===== src/verilog/soc_params.svh =====
`ifndef SOC_PARAMS_SVH
`define SOC_PARAMS_SVH

// Bus widths.
`define SOC_ADDR_W 32
`define SOC_DATA_W 32
`define SOC_BE_W 4

// RAM depth in words.
`define SOC_RAM_WORDS 256

// GPIO widths.
`define SOC_GPI_W 8
`define SOC_GPO_W 16

// Base address and mask of each device.
`define SOC_RAM_BASE 32'h0000_0000
`define SOC_RAM_MASK 32'h0000_03FF
`define SOC_GPIO_BASE 32'h8000_0000
`define SOC_GPIO_MASK 32'h0000_00FF
`define SOC_TIMER_BASE 32'h8000_1000
`define SOC_TIMER_MASK 32'h0000_00FF

// Register offsets inside a device window.
`define SOC_GPIO_OUT_OFS 32'h0
`define SOC_GPIO_IN_OFS 32'h4
`define SOC_TIMER_MTIME_OFS 32'h0
`define SOC_TIMER_CMP_OFS 32'h4

`endif

===== src/verilog/soc_pkg.sv =====
`default_nettype none

`include "soc_params.svh"

package soc_pkg;

  // Vector types.
  typedef logic [`SOC_ADDR_W-1:0] addr_t;
  typedef logic [`SOC_DATA_W-1:0] data_t;
  typedef logic [`SOC_BE_W-1:0]   be_t;
  typedef logic [`SOC_GPI_W-1:0]  gpi_t;
  typedef logic [`SOC_GPO_W-1:0]  gpo_t;

  // Request from the host side.
  typedef struct packed {
    addr_t addr;
    logic  we;
    be_t   be;
    data_t wdata;
  } bus_req_t;

  // Response channel payload.
  typedef struct packed {
    data_t rdata;
    logic  err;
  } bus_rsp_t;

  // What each device hands back.
  typedef struct packed {
    logic  rvalid;
    data_t rdata;
  } dev_rsp_t;

  // One-hot device select.
  typedef struct packed {
    logic ram;
    logic gpio;
    logic timer;
    logic none;
  } dev_strobe_t;

  typedef enum logic [1:0] {
    ST_IDLE,
    ST_ACCESS,
    ST_WAIT
  } port_state_e;

  // Replace the enabled bytes of old_d with those of new_d.
  function automatic data_t be_merge(data_t old_d, data_t new_d, be_t be);
    data_t res;
    res = old_d;
    for (int i = 0; i < `SOC_BE_W; i++) begin
      if (be[i]) begin
        res[8*i +: 8] = new_d[8*i +: 8];
      end
    end
    return res;
  endfunction

endpackage

`default_nettype wire


===== src/verilog/bus_host_port.sv =====
`timescale 1ns/100ps
`default_nettype none

`include "soc_params.svh"

module bus_host_port import soc_pkg::*; (
  input  wire logic        clk_sys_i,
  input  wire logic        rst_n_i,
  input  wire logic        req_valid_i,
  output logic             req_ready_o,
  input  wire bus_req_t    req_i,
  output bus_req_t         dev_req_o,
  output dev_strobe_t      dev_strobe_o,
  output logic             decode_err_o,
  input  wire logic        rsp_done_i
);

  port_state_e state_q;
  port_state_e state_d;
  dev_strobe_t strobe_d;
  logic        accept;

  // Only one access in flight.
  assign req_ready_o = (state_q == ST_IDLE);
  assign accept      = req_valid_i & req_ready_o;

  ////////////////////
  // Address decode
  ////////////////////

  always_comb begin
    strobe_d       = '0;
    strobe_d.ram   = (req_i.addr & ~addr_t'(`SOC_RAM_MASK)) == addr_t'(`SOC_RAM_BASE);
    strobe_d.gpio  = (req_i.addr & ~addr_t'(`SOC_GPIO_MASK)) == addr_t'(`SOC_GPIO_BASE);
    strobe_d.timer = (req_i.addr & ~addr_t'(`SOC_TIMER_MASK)) == addr_t'(`SOC_TIMER_BASE);
    strobe_d.none  = ~(strobe_d.ram | strobe_d.gpio | strobe_d.timer);
  end

  always_comb begin
    state_d = state_q;
    case (state_q)
      ST_IDLE: begin
        if (accept) begin
          state_d = ST_ACCESS;
        end
      end
      ST_ACCESS: state_d = ST_WAIT;
      ST_WAIT: begin
        if (rsp_done_i) begin
          state_d = ST_IDLE;
        end
      end
      default: state_d = ST_IDLE;
    endcase
  end

  always_ff @(posedge clk_sys_i or negedge rst_n_i) begin
    if (!rst_n_i) begin
      state_q      <= ST_IDLE;
      dev_strobe_o <= '0;
      decode_err_o <= 1'b0;
    end else begin
      state_q      <= state_d;
      dev_strobe_o <= accept ? strobe_d : '0;
      // Unmapped access answers in the device slot.
      decode_err_o <= dev_strobe_o.none;
    end
  end

  always_ff @(posedge clk_sys_i) begin
    if (accept) begin
      dev_req_o <= req_i;
    end
  end

endmodule

`default_nettype wire


===== config.mk =====
export PLATFORM = sky130hd
export DESIGN_NAME = bus_host_port
export DESIGN_NICKNAME = d
export VERILOG_FILES = /design/src/verilog/soc_pkg.sv /design/src/verilog/bus_host_port.sv
export VERILOG_INCLUDE_DIRS = /design/src /design/src/verilog
export SDC_FILE = /design/constraint.sdc
export NUM_CORES = 1
export LEC_CHECK = 0
export ABC_AREA = 1
export BUFFER_PORTS_ARGS = -buffer_cell sky130_fd_sc_hd__buf_2
export CAP_MARGIN = 20
export CORE_ASPECT_RATIO = 1.5
export CORE_MARGIN = 3
export CORE_UTILIZATION = 40
export CTS_BUF_LIST = sky130_fd_sc_hd__clkbuf_8
export CTS_CLUSTER_DIAMETER = 30
export CTS_CLUSTER_SIZE = 30
export DETAILED_ROUTE_END_ITERATION = 7
export PLACE_DENSITY_LB_ADDON = 0.05
export RECOVER_POWER = 25
export SYNTH_ARGS = -nofsm -noshare
export SYNTH_HDL_FRONTEND = slang
export SYNTH_SLANG_ARGS = --single-unit

===== constraint.sdc =====
create_clock -name clk_sys_i -period 1.65 [get_ports clk_sys_i]
set_input_delay 0.0825 -clock clk_sys_i [delete_from_list [all_inputs] [get_ports clk_sys_i]]
set_output_delay 0.0825 -clock clk_sys_i [all_outputs]
set_load 0.01 [all_outputs]

==> metrics.md, run 1 <==
| Metric | Value |
|---|---|
| Clk pwr share | `0.282` |
| Total gr overflow | `0` |
| Slew @ Worst Pin | `between 0.3 and 0.4 ns` |
| Syn avg cell area | `19.84 um2` |
| IO Port Bufs | `approximately 150` |
| Die H | `between 100 and 150 um` |
| Layout filler cell count | `about 400` |
| Outcome | `completed` |
| Net Sw Frac | `0.2540` |
| Slew HR | `0.7638` |
| Slowest cell on crit path | `dfrtp_1` |
| Worst vdd ir | `896.1 uV` |
| Die W | `70.29 um` |
| Clk root buf | `clkbuf_8` |
| Drt first pass iters | `4` |
| Post-CTS Setup Bufs | `0` |
| Ys flop type | `edfxtp_1` |
| CTS tree | `done` |
| Setup Viol. Count Final | `0` |
| Antenna violations before repair | `0` |
| DR iter-0 viols | `91` |
| Crit. End Element | `register` |
| Crit-path max FO | `29` |
| Synth top area cells | `edfxtp_1 (84%), dfrtp_1 (7.1%), nor2_1 (2.7%)` |
| Reg power frac | `0.512` |
| Final Hold Vio Count | `0` |
| Mapped cell area | `roughly 2500 um2` |
| Fmax | `roughly 0.7 GHz` |
| Final worst setup slack | `between 0.2 and 0.25 ns` |
| Cts repair resizes | `0` |
| Synth Net Count | `slightly below 200` |
| Fin Hold WS | `approximately 0.042 ns` |
| Area of the core | `between 5000 and 6000 um2` |
| Crit-path max cell delay | `just over 0.4 ns` |
| Via/cell ratio | `4.347` |
| IO Pins | `between 100 and 150` |
| Final #Nets | `approximately 430` |
| Distinct cells, synth | `12` |
| HP Start | `req_valid_i` |
| Synth async-reset ratio | `0.09211` |
| WP data required | `1.69 ns` |
| Remaining DRCs | `0` |
| Arr. time, crit path | `roughly 1.5 ns` |
| Gr usage total | `0.1753` |
| CP Cell Sequence | `nor2_4 -> nand2_2 -> inv_4 -> buf_12` |
| Die Area | `around 7200 um2` |
| WS Path Type | `reg2reg` |
| Clock Skew | `0.007834 ns` |
| Vias in the first global route | `just under 2000` |
| EDFF count, synth | `approximately 70` |
| Cells after synthesis | `between 100 and 150` |
| Largest area contributor in the netlist | `edfxtp_1` |
| H-tree levels | `3` |
| CTS buffer count | `9` |
| Area occupied by multi-input gates | `214.0 um2` |
| Min Tclk post-route | `~1.4 ns` |
| Crit path launch | `state_q[0]$_DFFE_PN0P_` |
| Reg area | `between 2000 and 2500 um2` |
| CTS sink cnt | `76` |
| Detailed Place HPWL | `4.026 mm` |
| Switch Pwr | `1308 uW` |
| RSZ-0062 raised after global routing | `no` |
| Reg-to-Reg Start | `state_q[0]$_DFFE_PN0P_` |
| Share of the synthesized area in the top cell type | `0.8355` |
| Antenna Cells | `0` |
| Ys Warns | `0` |
| # rows | `34` |
| CTS max path bufs | `2` |
| Synth cell count leaders | `edfxtp_1 (69), nor2_1 (18), nand2_1 (8), nor2_2 (8), dfrtp_1 (7)` |
| Initial Utilization | `0.4194` |
| Drt total wl | `just over 6 mm` |
| Layout cell share with drive strength beyond 1 | `0.4667` |
| Max Cap Viol | `0` |
| Seq/Total Area, Yosys | `0.9062` |
| Routed length per instance | `around 14 um` |
| #FFs+latches synth | `76` |
| Power per cell area | `approximately 1200 nW/um2` |
| Leak Pwr | `0.001812 uW` |
| Final-report max-slew violation count | `0` |
| Tcrit/Tclk final | `0.8721` |
| Largest net degree at the start of global routing | `30` |
| Pint | `slightly below 4000 uW` |
| CTS clk-pin slew, worst paths | `~0.070 ns` |
| Placer Congestion | `roughly 0.75` |
| Startpoint Class | `register` |
| Comb pwr share | `0.207` |
| First-pass GRT wire length | `between 9 and 10 mm` |
| Fin Setup TNS | `0 ns` |
| Pre-CTS setup slack | `0.2281 ns` |
| DRT antenna net count | `0` |
| DR vias | `1878` |
| Layout area overhead | `71.54%` |
| CTS Hold Bufs | `just over 70` |
| Hold WC Path Type | `in2reg` |
| Clock insertion delay at the later pin of the skew report | `between 0.3 and 0.4 ns` |
| Most frequent cell after synthesis | `edfxtp_1` |
-- sequential cells by signal (all words and copies together), names as in the netlist --
name,flops
dev_req_o,69
dev_strobe_o,4
state_q,2
decode_err_o,1
-- per-layer routing --
layer  vias to the layer above  wire [um]  track usage
li1                        917          -            -
met1                       856       2169       0.1854
met2                        90       3261       0.3095
met3                        15        473      0.06201
met4                         0        176      0.08555
met5                         -          0            0
-- worst paths after layout --
check                                          end  slack, ns  cells after the start
min in group asynchronous   state_q[0]$_DFFE_PN0P_       0.16                      2
max                        dev_req_o[31]$_DFFE_PP_       0.21                      4
max reg2reg                dev_req_o[31]$_DFFE_PP_       0.21                      4
min reg2reg                 decode_err_o$_DFF_PN0_       0.39                      0
max in group asynchronous   decode_err_o$_DFF_PN0_       1.23                      2
min                         state_q[0]$_DFFE_PN0P_       0.04                      3
-- logic make-up after synthesis --
kind of cell | synth area share
AO/OA/AOI/OAI | 0.003028
buffers and inverters | 0.007565
flip-flops | 0.9062
AND/OR/NAND/NOR | 0.08325
-- cell usage in the layout, fill, tap and decap left out --
master         instances
clkinvlp_4             1
inv_4                  1
nor2_2                 8
nor2_4                 1
nand2_2                2
inv_1                  5
edfxtp_1              69
nand2_1                8
buf_2                139
o21a_1                 1
clkbuf_8               9
nand3_2                1
buf_12                 2
nand3_1                5
clkbuf_1               8
dlygate4sd3_1         71
clkinv_2               2
nor2_1                18
bufinv_16              2
dfrtp_1                7
-- worst max-delay path, delay by kind of cell (launching register included) --
kind          cells  cell delay (ns)
buf+inv           2             0.46
flops             1             0.41
simple gates      2             0.26
-- per-stage QoR --
stage	instances	utilization	area (um2)	total power, uW
after CTS	432	0.7211	4264	5216
after detailed placement	346	0.5662	3348	3627
after global placement	346	0.5662	3348	3611
after global routing	432	0.7194	4254	5411
final	432	0.7194	4254	5152
after floorplan	125	-	2482	3090
-- power by group through the flow --
stage / Clock [uW] / Sequential (uW) / Combinational [uW]
after floorplan: 0 / 2870 / 222
after global placement: 0 / 2670 / 940
after detailed placement: 0 / 2680 / 951
after CTS: 1500 / 2640 / 1080
after global routing: 1590 / 2670 / 1150
final: 1450 / 2640 / 1060
-- area by class of cell --
class                   instances  area share
clock inverters                 6     0.01912
inverters                       5    0.005000
flip-flops and latches         76      0.5282
repair buffers                220      0.3471
multi-input cells              44     0.05029
well taps                      72     0.02118
clock buffers                   9     0.02912
Power figures use the tool's default switching activity.
==> run 2: changes to the inputs <==
--- a/config.mk
+++ b/config.mk
@@ -6,12 +6,11 @@
 export SDC_FILE = /design/constraint.sdc
 export NUM_CORES = 1
 export LEC_CHECK = 0
-export ABC_AREA = 1
 export BUFFER_PORTS_ARGS = -buffer_cell sky130_fd_sc_hd__buf_2
 export CAP_MARGIN = 20
 export CORE_ASPECT_RATIO = 1.5
 export CORE_MARGIN = 3
-export CORE_UTILIZATION = 40
+export CORE_UTILIZATION = 39
 export CTS_BUF_LIST = sky130_fd_sc_hd__clkbuf_8
 export CTS_CLUSTER_DIAMETER = 30
 export CTS_CLUSTER_SIZE = 30
==> run 2 against run 1 <==
Against the previous run:
- die area is 0.75% lower
- clock power is 13% higher
- flip-flop and latch count stayed put
- register-to-register slack hardly changed
- cell count is 4.9% lower
- power is 4.8% higher
- largest power group unchanged
==> metrics.md, run 2 <==
| Metric | Value |
|---|---|
| Slew @ Worst Pin | `0.4241 ns (+0.06979 ns)` |
| Gr usage total | `0.1828 (+0.007445)` |
| Fin Hold WS | `0.1709 ns (+0.1287 ns)` |
| Distinct cells, synth | `15 (+3)` |
| Final Hold Vio Count | `0 (unchanged)` |
| Vias in the first global route | `1931 (-2.8%)` |
| Die Area | `7146 um2 (-0.75%)` |
| Most frequent cells in the layout | `buf_2 (136), dlygate4sd3_1 (72), edfxtp_1 (69), clkbuf_1 (10), clkbuf_8 (9)` |
| Comb pwr share | `0.205 (-0.002)` |
| WP data required | `1.70 ns (about the same)` |
| Min Tclk post-route | `1.427 ns (-0.01207 ns)` |
| Largest net degree at the start of global routing | `36 (+20%)` |
| Final #Nets | `407 (-5.1%)` |
| Share of the synthesized area in the top cell type | `0.8638 (+0.02833)` |
| Clk root buf | `clkbuf_8` |
| FF-to-FF End | `dev_req_o[64]$_DFFE_PP_` |
| Number of flip-flops in the largest register | `69 (unchanged)` |
| WS Path Type | `reg2reg` |
| Commonest non-fill, non-tap cell in the layout | `buf_2` |
| Overall power | `5399 uW (+4.8%)` |
| H-tree levels | `3 (unchanged)` |
| Net Sw Frac | `0.2464 (-0.007615)` |
| Setup Viol. Count Final | `0 (unchanged)` |
| Cells after synthesis | `98 (-22%)` |
| Clock insertion delay at the later pin of the skew report | `0.34 ns (about the same)` |
| Clk pwr share | `0.304 (+0.022)` |
| Clock Skew | `0.007072 ns (-0.0007621 ns)` |
| Slew HR | `0.7147 (-0.04913)` |
| DR iter-0 viols | `130 (+43%)` |
| EDFF count, synth | `69 (unchanged)` |
| DR vias | `1814 (-3.4%)` |
| Total gr overflow | `0 (unchanged)` |
| Synth top area cells | `edfxtp_1 (86%), dfrtp_1 (7.3%), nor4_2 (1.6%)` |
| Initial Utilization | `0.4086 (-0.01081)` |
| Largest area contributor in the netlist | `edfxtp_1` |
| Seq/Total Area, Yosys | `0.9369 (+0.03073)` |
| Cts repair resizes | `0 (unchanged)` |
| Outcome | `completed` |
| Worst reg2reg setup slack | `0.22 ns (about the same)` |
| Pint | `4069 uW (+5.9%)` |
| Drt total wl | `6.233 mm (+2.5%)` |
| Antenna violations before repair | `0 (unchanged)` |
| Antenna Cells | `0 (unchanged)` |
| Drt first pass iters | `4 (unchanged)` |
| DRT antenna net count | `0 (unchanged)` |
| Synth cell count leaders | `edfxtp_1 (69), dfrtp_1 (7), nor2_1 (3), nor3_1 (3), nor4_2 (3)` |
| Reg power frac | `0.492 (-0.020)` |
| Ys Warns | `0 (unchanged)` |
| Most frequent cell after synthesis | `edfxtp_1` |
| Startpoint Class | `register` |
| # rows | `34 (unchanged)` |
| IO Port Bufs | `147 (unchanged)` |
| Routed length per instance | `15.17 um (+7.8%)` |
| CTS tree | `done` |
| Die H | `102.0 um (-0.38%)` |
| Power per cell area | `1267 nW/um2 (+4.6%)` |
| Utilization after layout | `0.7259 (+0.006492)` |
| IO Pins | `148 (unchanged)` |
| Die W | `70.03 um (-0.37%)` |
| Arr. time, crit path | `1.47 ns (about the same)` |
| Final-report max-slew violation count | `0 (unchanged)` |
| CTS max path bufs | `2 (unchanged)` |
| Mapped cell area | `2399 um2 (-3.3%)` |
| Worst vdd ir | `777.8 uV (-13%)` |
| Largest registers | `dev_req_o (69), dev_strobe_o (4), state_q (2)` |
| Detailed Place HPWL | `3.948 mm (-1.9%)` |
| Via/cell ratio | `4.414 (+1.5%)` |
| Crit-path max FO | `35 (+21%)` |
| Layout cell share with drive strength beyond 1 | `0.4779 (+0.01121)` |
| Hold WC Path Type | `in2async` |
| Syn avg cell area | `24.48 um2 (+23%)` |
| Layout area overhead | `77.67%` |
| CTS clk-pin slew, worst paths | `0.07 ns (about the same)` |
| Crit. End Element | `register` |
| Synth async-reset ratio | `0.09211 (unchanged)` |
| Area of the core | `5871 um2 (-0.72%)` |
| Max Cap Viol | `0 (unchanged)` |
| Synth Net Count | `171 (-14%)` |
| Leak Pwr | `0.001798 uW (-0.73%)` |
| CTS buffer count | `9 (unchanged)` |
| Fmax | `0.7008 GHz (+0.85%)` |
| Switch Pwr | `1330 uW (+1.7%)` |
| Tcrit/Tclk final | `0.8648 (-0.007313)` |
| Reg-to-Reg Start | `state_q[1]$_DFFE_PN0P_` |
| Top reg by flops | `dev_req_o` |
| CTS sink cnt | `76 (unchanged)` |
| Ys flop type | `edfxtp_1` |
| #FFs+latches synth | `76 (unchanged)` |
| First-pass GRT wire length | `9.660 mm (+4.3%)` |
| Placer Congestion | `0.7408 (-0.91%)` |
| Remaining DRCs | `0 (unchanged)` |
| RSZ-0062 raised after global routing | `no` |
| Worst-case reg-to-reg path depth | `3 (-1)` |
## run 2: what timing repair did
| action | CTS | global route |
|---|---|---|
| hold endpoints to repair | 80 | 0 |
| buffers inserted | 0 | 0 |
| hold buffers | 72 | 0 |
## run 2: cell type report
type,count,area [um2]
Sequential cell,76,2247
Clock inverter,7,116.4
Multi-Input combinational cell,21,153.9
Fill cell,393,1609
Inverter,1,3.754
Tap cell,72,90.09
Clock buffer,9,123.9
Timing Repair Buffer,225,1526
## run 2: worst max-delay path by stage
stage	start	to	slack (ns)	depth (start not counted)
after detailed placement	state_q[1]$_DFFE_PN0P_	dev_req_o[10]$_DFFE_PP_	0.23	3
after floorplan	state_q[1]$_DFFE_PN0P_	dev_strobe_o[1]$_DFF_PN0_	-1.18	3
after global routing	state_q[1]$_DFFE_PN0P_	dev_req_o[64]$_DFFE_PP_	0.15	3
after CTS	state_q[1]$_DFFE_PN0P_	dev_req_o[66]$_DFFE_PP_	0.22	3
final	state_q[1]$_DFFE_PN0P_	dev_req_o[64]$_DFFE_PP_	0.22	3
after global placement	state_q[1]$_DFFE_PN0P_	dev_req_o[66]$_DFFE_PP_	0.26	3
## run 2: critical path: stages (launching register included)
cell and delay [ns]:
dfrtp_1 0.45, nor3b_4 0.25, buf_12 0.24, buf_4 0.19
## run 2: metrics by stage
stage | cell area, um2 | setup TNS [ns] | setup WS [ns] | cells
global route | 4262 | 0 | 0.1494 | 411
global placement | 3313 | 0 | 0.2622 | 323
finish | 4262 | 0 | 0.2231 | 411
detailed placement | 3313 | 0 | 0.2322 | 323
CTS | 4274 | 0 | 0.2229 | 411
floorplan | 2405 | -78.80 | -1.179 | 98
## run 2: cell families (layout without fill, tap and decap cells)
kind of cell | after synthesis | count (layout) | synth area share
flip-flops | 76 | 76 | 0.9369
AND/OR/NAND/NOR | 19 | 19 | 0.05373
AO/OA/AOI/OAI | 1 | 1 | 0.003652
multiplexers | 1 | 1 | 0.004173
buffers and inverters | 1 | 242 | 0.001563
## run 2: layer usage
layer  up-vias  GRT usage  part of all wire
met5         -          0                 0
met4         0    0.08555             0.016
met3        11    0.06594             0.083
met2        96     0.3176              0.54
met1       843     0.1999              0.36
li1        864          -                 -
## run 2: power groups by stage
stage                     sequential, uW  clock [uW]  combinational, uW
final                               2650        1640               1100
after global placement              2690           0                972
after global routing                2680        1770               1200
after detailed placement            2690           0                985
after CTS                           2650        1690               1120
after floorplan                     2900           0                201
==> run 3: changes to the inputs <==
--- a/config.mk
+++ b/config.mk
@@ -6,15 +6,15 @@
 export SDC_FILE = /design/constraint.sdc
 export NUM_CORES = 1
 export LEC_CHECK = 0
-export BUFFER_PORTS_ARGS = -buffer_cell sky130_fd_sc_hd__buf_2
 export CAP_MARGIN = 20
 export CORE_ASPECT_RATIO = 1.5
 export CORE_MARGIN = 3
-export CORE_UTILIZATION = 39
+export CORE_UTILIZATION = 45
 export CTS_BUF_LIST = sky130_fd_sc_hd__clkbuf_8
 export CTS_CLUSTER_DIAMETER = 30
 export CTS_CLUSTER_SIZE = 30
 export DETAILED_ROUTE_END_ITERATION = 7
+export DONT_BUFFER_PORTS = 1
 export PLACE_DENSITY_LB_ADDON = 0.05
 export RECOVER_POWER = 25
 export SYNTH_ARGS = -nofsm -noshare
==> run 3 against run 2 <==
Against the previous run:
- via count is 31% lower
- critical path depth grew 1
- first-iteration DRC count is 47% lower
- wire length decreased by 23%
- worst hold slack got worse by 0.15 ns
- sequential power rose by 9.1%
- sequential share of layout area is 13 points higher
- count of clock-buffer cells in the layout unchanged
- fmax rose by 1.8%
- register-to-register slack improved by 0.03 ns
- combinational power shrank 59%
- flip-flop and latch count is the same
==> metrics.md, run 3 (synthesized netlist as in run 2, its figures left out) <==
| Metric | Value |
|---|---|
| Outcome | `completed` |
| Largest registers | `dev_req_o (69), dev_strobe_o (4), state_q (2)` |
| # rows | `31 (-8.8%)` |
| Routed length per instance | `18.83 um (+24%)` |
| DR iter-0 viols | `69 (-47%)` |
| Hold WC Path Type | `in2reg` |
| Die H | `95.42 um (-6.5%)` |
| Clk pwr share | `0.256 (-0.048)` |
| WS Path Type | `reg2reg` |
| Startpoint Class | `register` |
| Final #Nets | `257 (-37%)` |
| Placer Congestion | `0.6877 (-7.2%)` |
| Top reg by flops | `dev_req_o` |
| Antenna violations before repair | `0 (unchanged)` |
| Antenna Cells | `0 (unchanged)` |
| Comb pwr share | `0.101 (-0.104)` |
| Layout filler cell count | `322 (-18%)` |
| WP data required | `1.90 ns (+0.20 ns)` |
| Leak Pwr | `0.001176 uW (-35%)` |
| Gr usage total | `0.1543 (-0.02847)` |
| Post-CTS Setup Bufs | `0 (unchanged)` |
| Most frequent cells in the layout | `dlygate4sd3_1 (72), edfxtp_1 (69), clkbuf_8 (9), dfrtp_1 (7)` |
| Clock Skew | `0.008797 ns (+0.001726 ns)` |
| Remaining DRCs | `0 (unchanged)` |
| Crit-path max FO | `36 (+2.9%)` |
| First-pass GRT wire length | `6.651 mm (-31%)` |
| Slowest cell on crit path | `dfrtp_1` |
| Final Non-Filler Cells | `255 (-38%)` |
| CTS buffer count | `9 (unchanged)` |
| Switch Pwr | `1193 uW (-10%)` |
| Final-report max-slew violation count | `0 (unchanged)` |
| Slew @ Worst Pin | `0.4788 ns (+0.05470 ns)` |
| Reg power frac | `0.642 (+0.150)` |
| Layout cell share with drive strength beyond 1 | `0.1164 (-0.3615)` |
| Arr. time, crit path | `1.65 ns (+0.18 ns)` |
| Placed Area | `2522 um2 (-24%)` |
| Clk root buf | `clkbuf_8` |
| DRT antenna net count | `0 (unchanged)` |
| Area of the core | `5004 um2 (-15%)` |
| Drt total wl | `4.802 mm (-23%)` |
| IO Pins | `148 (unchanged)` |
| H-tree levels | `3 (unchanged)` |
| Fmax | `0.7134 GHz (+1.8%)` |
| Slew HR | `0.6779 (-0.03681)` |
| Worst vdd ir | `978.3 uV (+26%)` |
| Die W | `65.61 um (-6.3%)` |
| IO Port Bufs | `0 (-100%)` |
| Initial Utilization | `0.4794 (+0.07080)` |
| Pint | `3305 uW (-19%)` |
| Layout area overhead | `42.15%` |
| Final Hold Vio Count | `0 (unchanged)` |
| Total gr overflow | `0 (unchanged)` |
| Crit. End Element | `register` |
| Commonest non-fill, non-tap cell in the layout | `dlygate4sd3_1` |
| Finished Cell Area | `3410 um2 (-20%)` |
| CTS tree | `done` |
| DR vias | `1254 (-31%)` |
| CP Cell Sequence | `nor3b_4 -> buf_12 -> nand4_1 -> nor3_1` |
| Net Sw Frac | `0.2652 (+0.01883)` |
| Vias in the first global route | `1346 (-30%)` |
| Drt first pass iters | `4 (unchanged)` |
| Clock insertion delay at the later pin of the skew report | `0.33 ns (about the same)` |
| CTS clk-pin slew, worst paths | `0.07 ns (about the same)` |
| Crit-path max cell delay | `0.44 ns (about the same)` |
| Max Cap Viol | `0 (unchanged)` |
| CTS max path bufs | `2 (unchanged)` |
| Placed Cells | `167 (-48%)` |
| Die Area | `6260 um2 (-12%)` |
| Min Tclk post-route | `1.402 ns (-0.02511 ns)` |
| Via/cell ratio | `4.918 (+11%)` |
| Setup Viol. Count Final | `0 (unchanged)` |
| RSZ-0062 raised after global routing | `no` |
| Number of flip-flops in the largest register | `69 (unchanged)` |
| CTS sink cnt | `76 (unchanged)` |
| Power per cell area | `1319 nW/um2 (+4.1%)` |
| Tcrit/Tclk final | `0.8496 (-0.01522)` |
| Largest net degree at the start of global routing | `37 (+2.8%)` |
[run 3: routing by layer]
metal  GRT usage  vias to the layer above  wire (um)
met5           0                        -          0
met4      0.1055                        0        126
met3     0.06604                       11        394
met2      0.2781                       89       2811
met1      0.1330                      593       1469
li1            -                      561          -
[run 3: power groups by stage]
stage          logic (uW)  clock network (uW)  registers [uW]
3_5_place_dp          317                   0            2940
2_1_floorplan         201                   0            2900
5_1_grt               501                1290            2920
4_1_cts               463                1200            2890
6_report              456                1150            2890
3_3_place_gp          299                   0            2930
[run 3: critical path: cells and delay by family (launching register included)]
family	cells	cell delay [ns]
buf+inv	1	0.25
simple gates	3	0.63
flops	1	0.44
[run 3: what timing repair did]
action / CTS / global route
hold endpoints to repair: 81 / 0
endpoints found under the setup margin: 0 / 0
resized for setup: 0 / 0
hold buffers: 72 / 0
[run 3: worst paths after layout]
kind / cells after the start / from / end / slack (ns)
min: 3 / req_i[67] / dev_strobe_o[1]$_DFF_PN0_ / 0.02
min in group asynchronous: 1 / rst_n_i / dev_strobe_o[2]$_DFF_PN0_ / 0.06
max reg2reg: 4 / state_q[1]$_DFFE_PN0P_ / dev_strobe_o[2]$_DFF_PN0_ / 0.25
max in group asynchronous: 1 / rst_n_i / state_q[1]$_DFFE_PN0P_ / 1.36
min reg2reg: 0 / dev_strobe_o[0]$_DFF_PN0_ / decode_err_o$_DFF_PN0_ / 0.45
max: 4 / state_q[1]$_DFFE_PN0P_ / dev_strobe_o[2]$_DFF_PN0_ / 0.25
[run 3: final cells by class]
type                    instances  area, um2  area share
multi-input cells              21      153.9     0.04514
flip-flops and latches         76       2247      0.6591
inverters                       1      3.754    0.001101
clock inverters                 7      42.54     0.01248
well taps                      66      82.58     0.02422
clock buffers                   9      123.9     0.03633
repair buffers                 75      755.7      0.2217
[run 3: per-stage QoR]
step | util | setup WS, ns | power, uW | hold slack [ns] | setup TNS, ns
5_1_grt | 0.6814 | 0.1571 | 4709 | 0.02543 | 0
6_report | 0.6814 | 0.2482 | 4498 | 0.02139 | 0
3_3_place_gp | 0.5041 | 0.3031 | 3232 | -0.2129 | 0
4_1_cts | 0.6814 | 0.2241 | 4558 | 0.007913 | 0
2_1_floorplan | - | -1.179 | 3097 | -0.2131 | -78.80
3_5_place_dp | 0.5041 | 0.2216 | 3255 | -0.2129 | 0
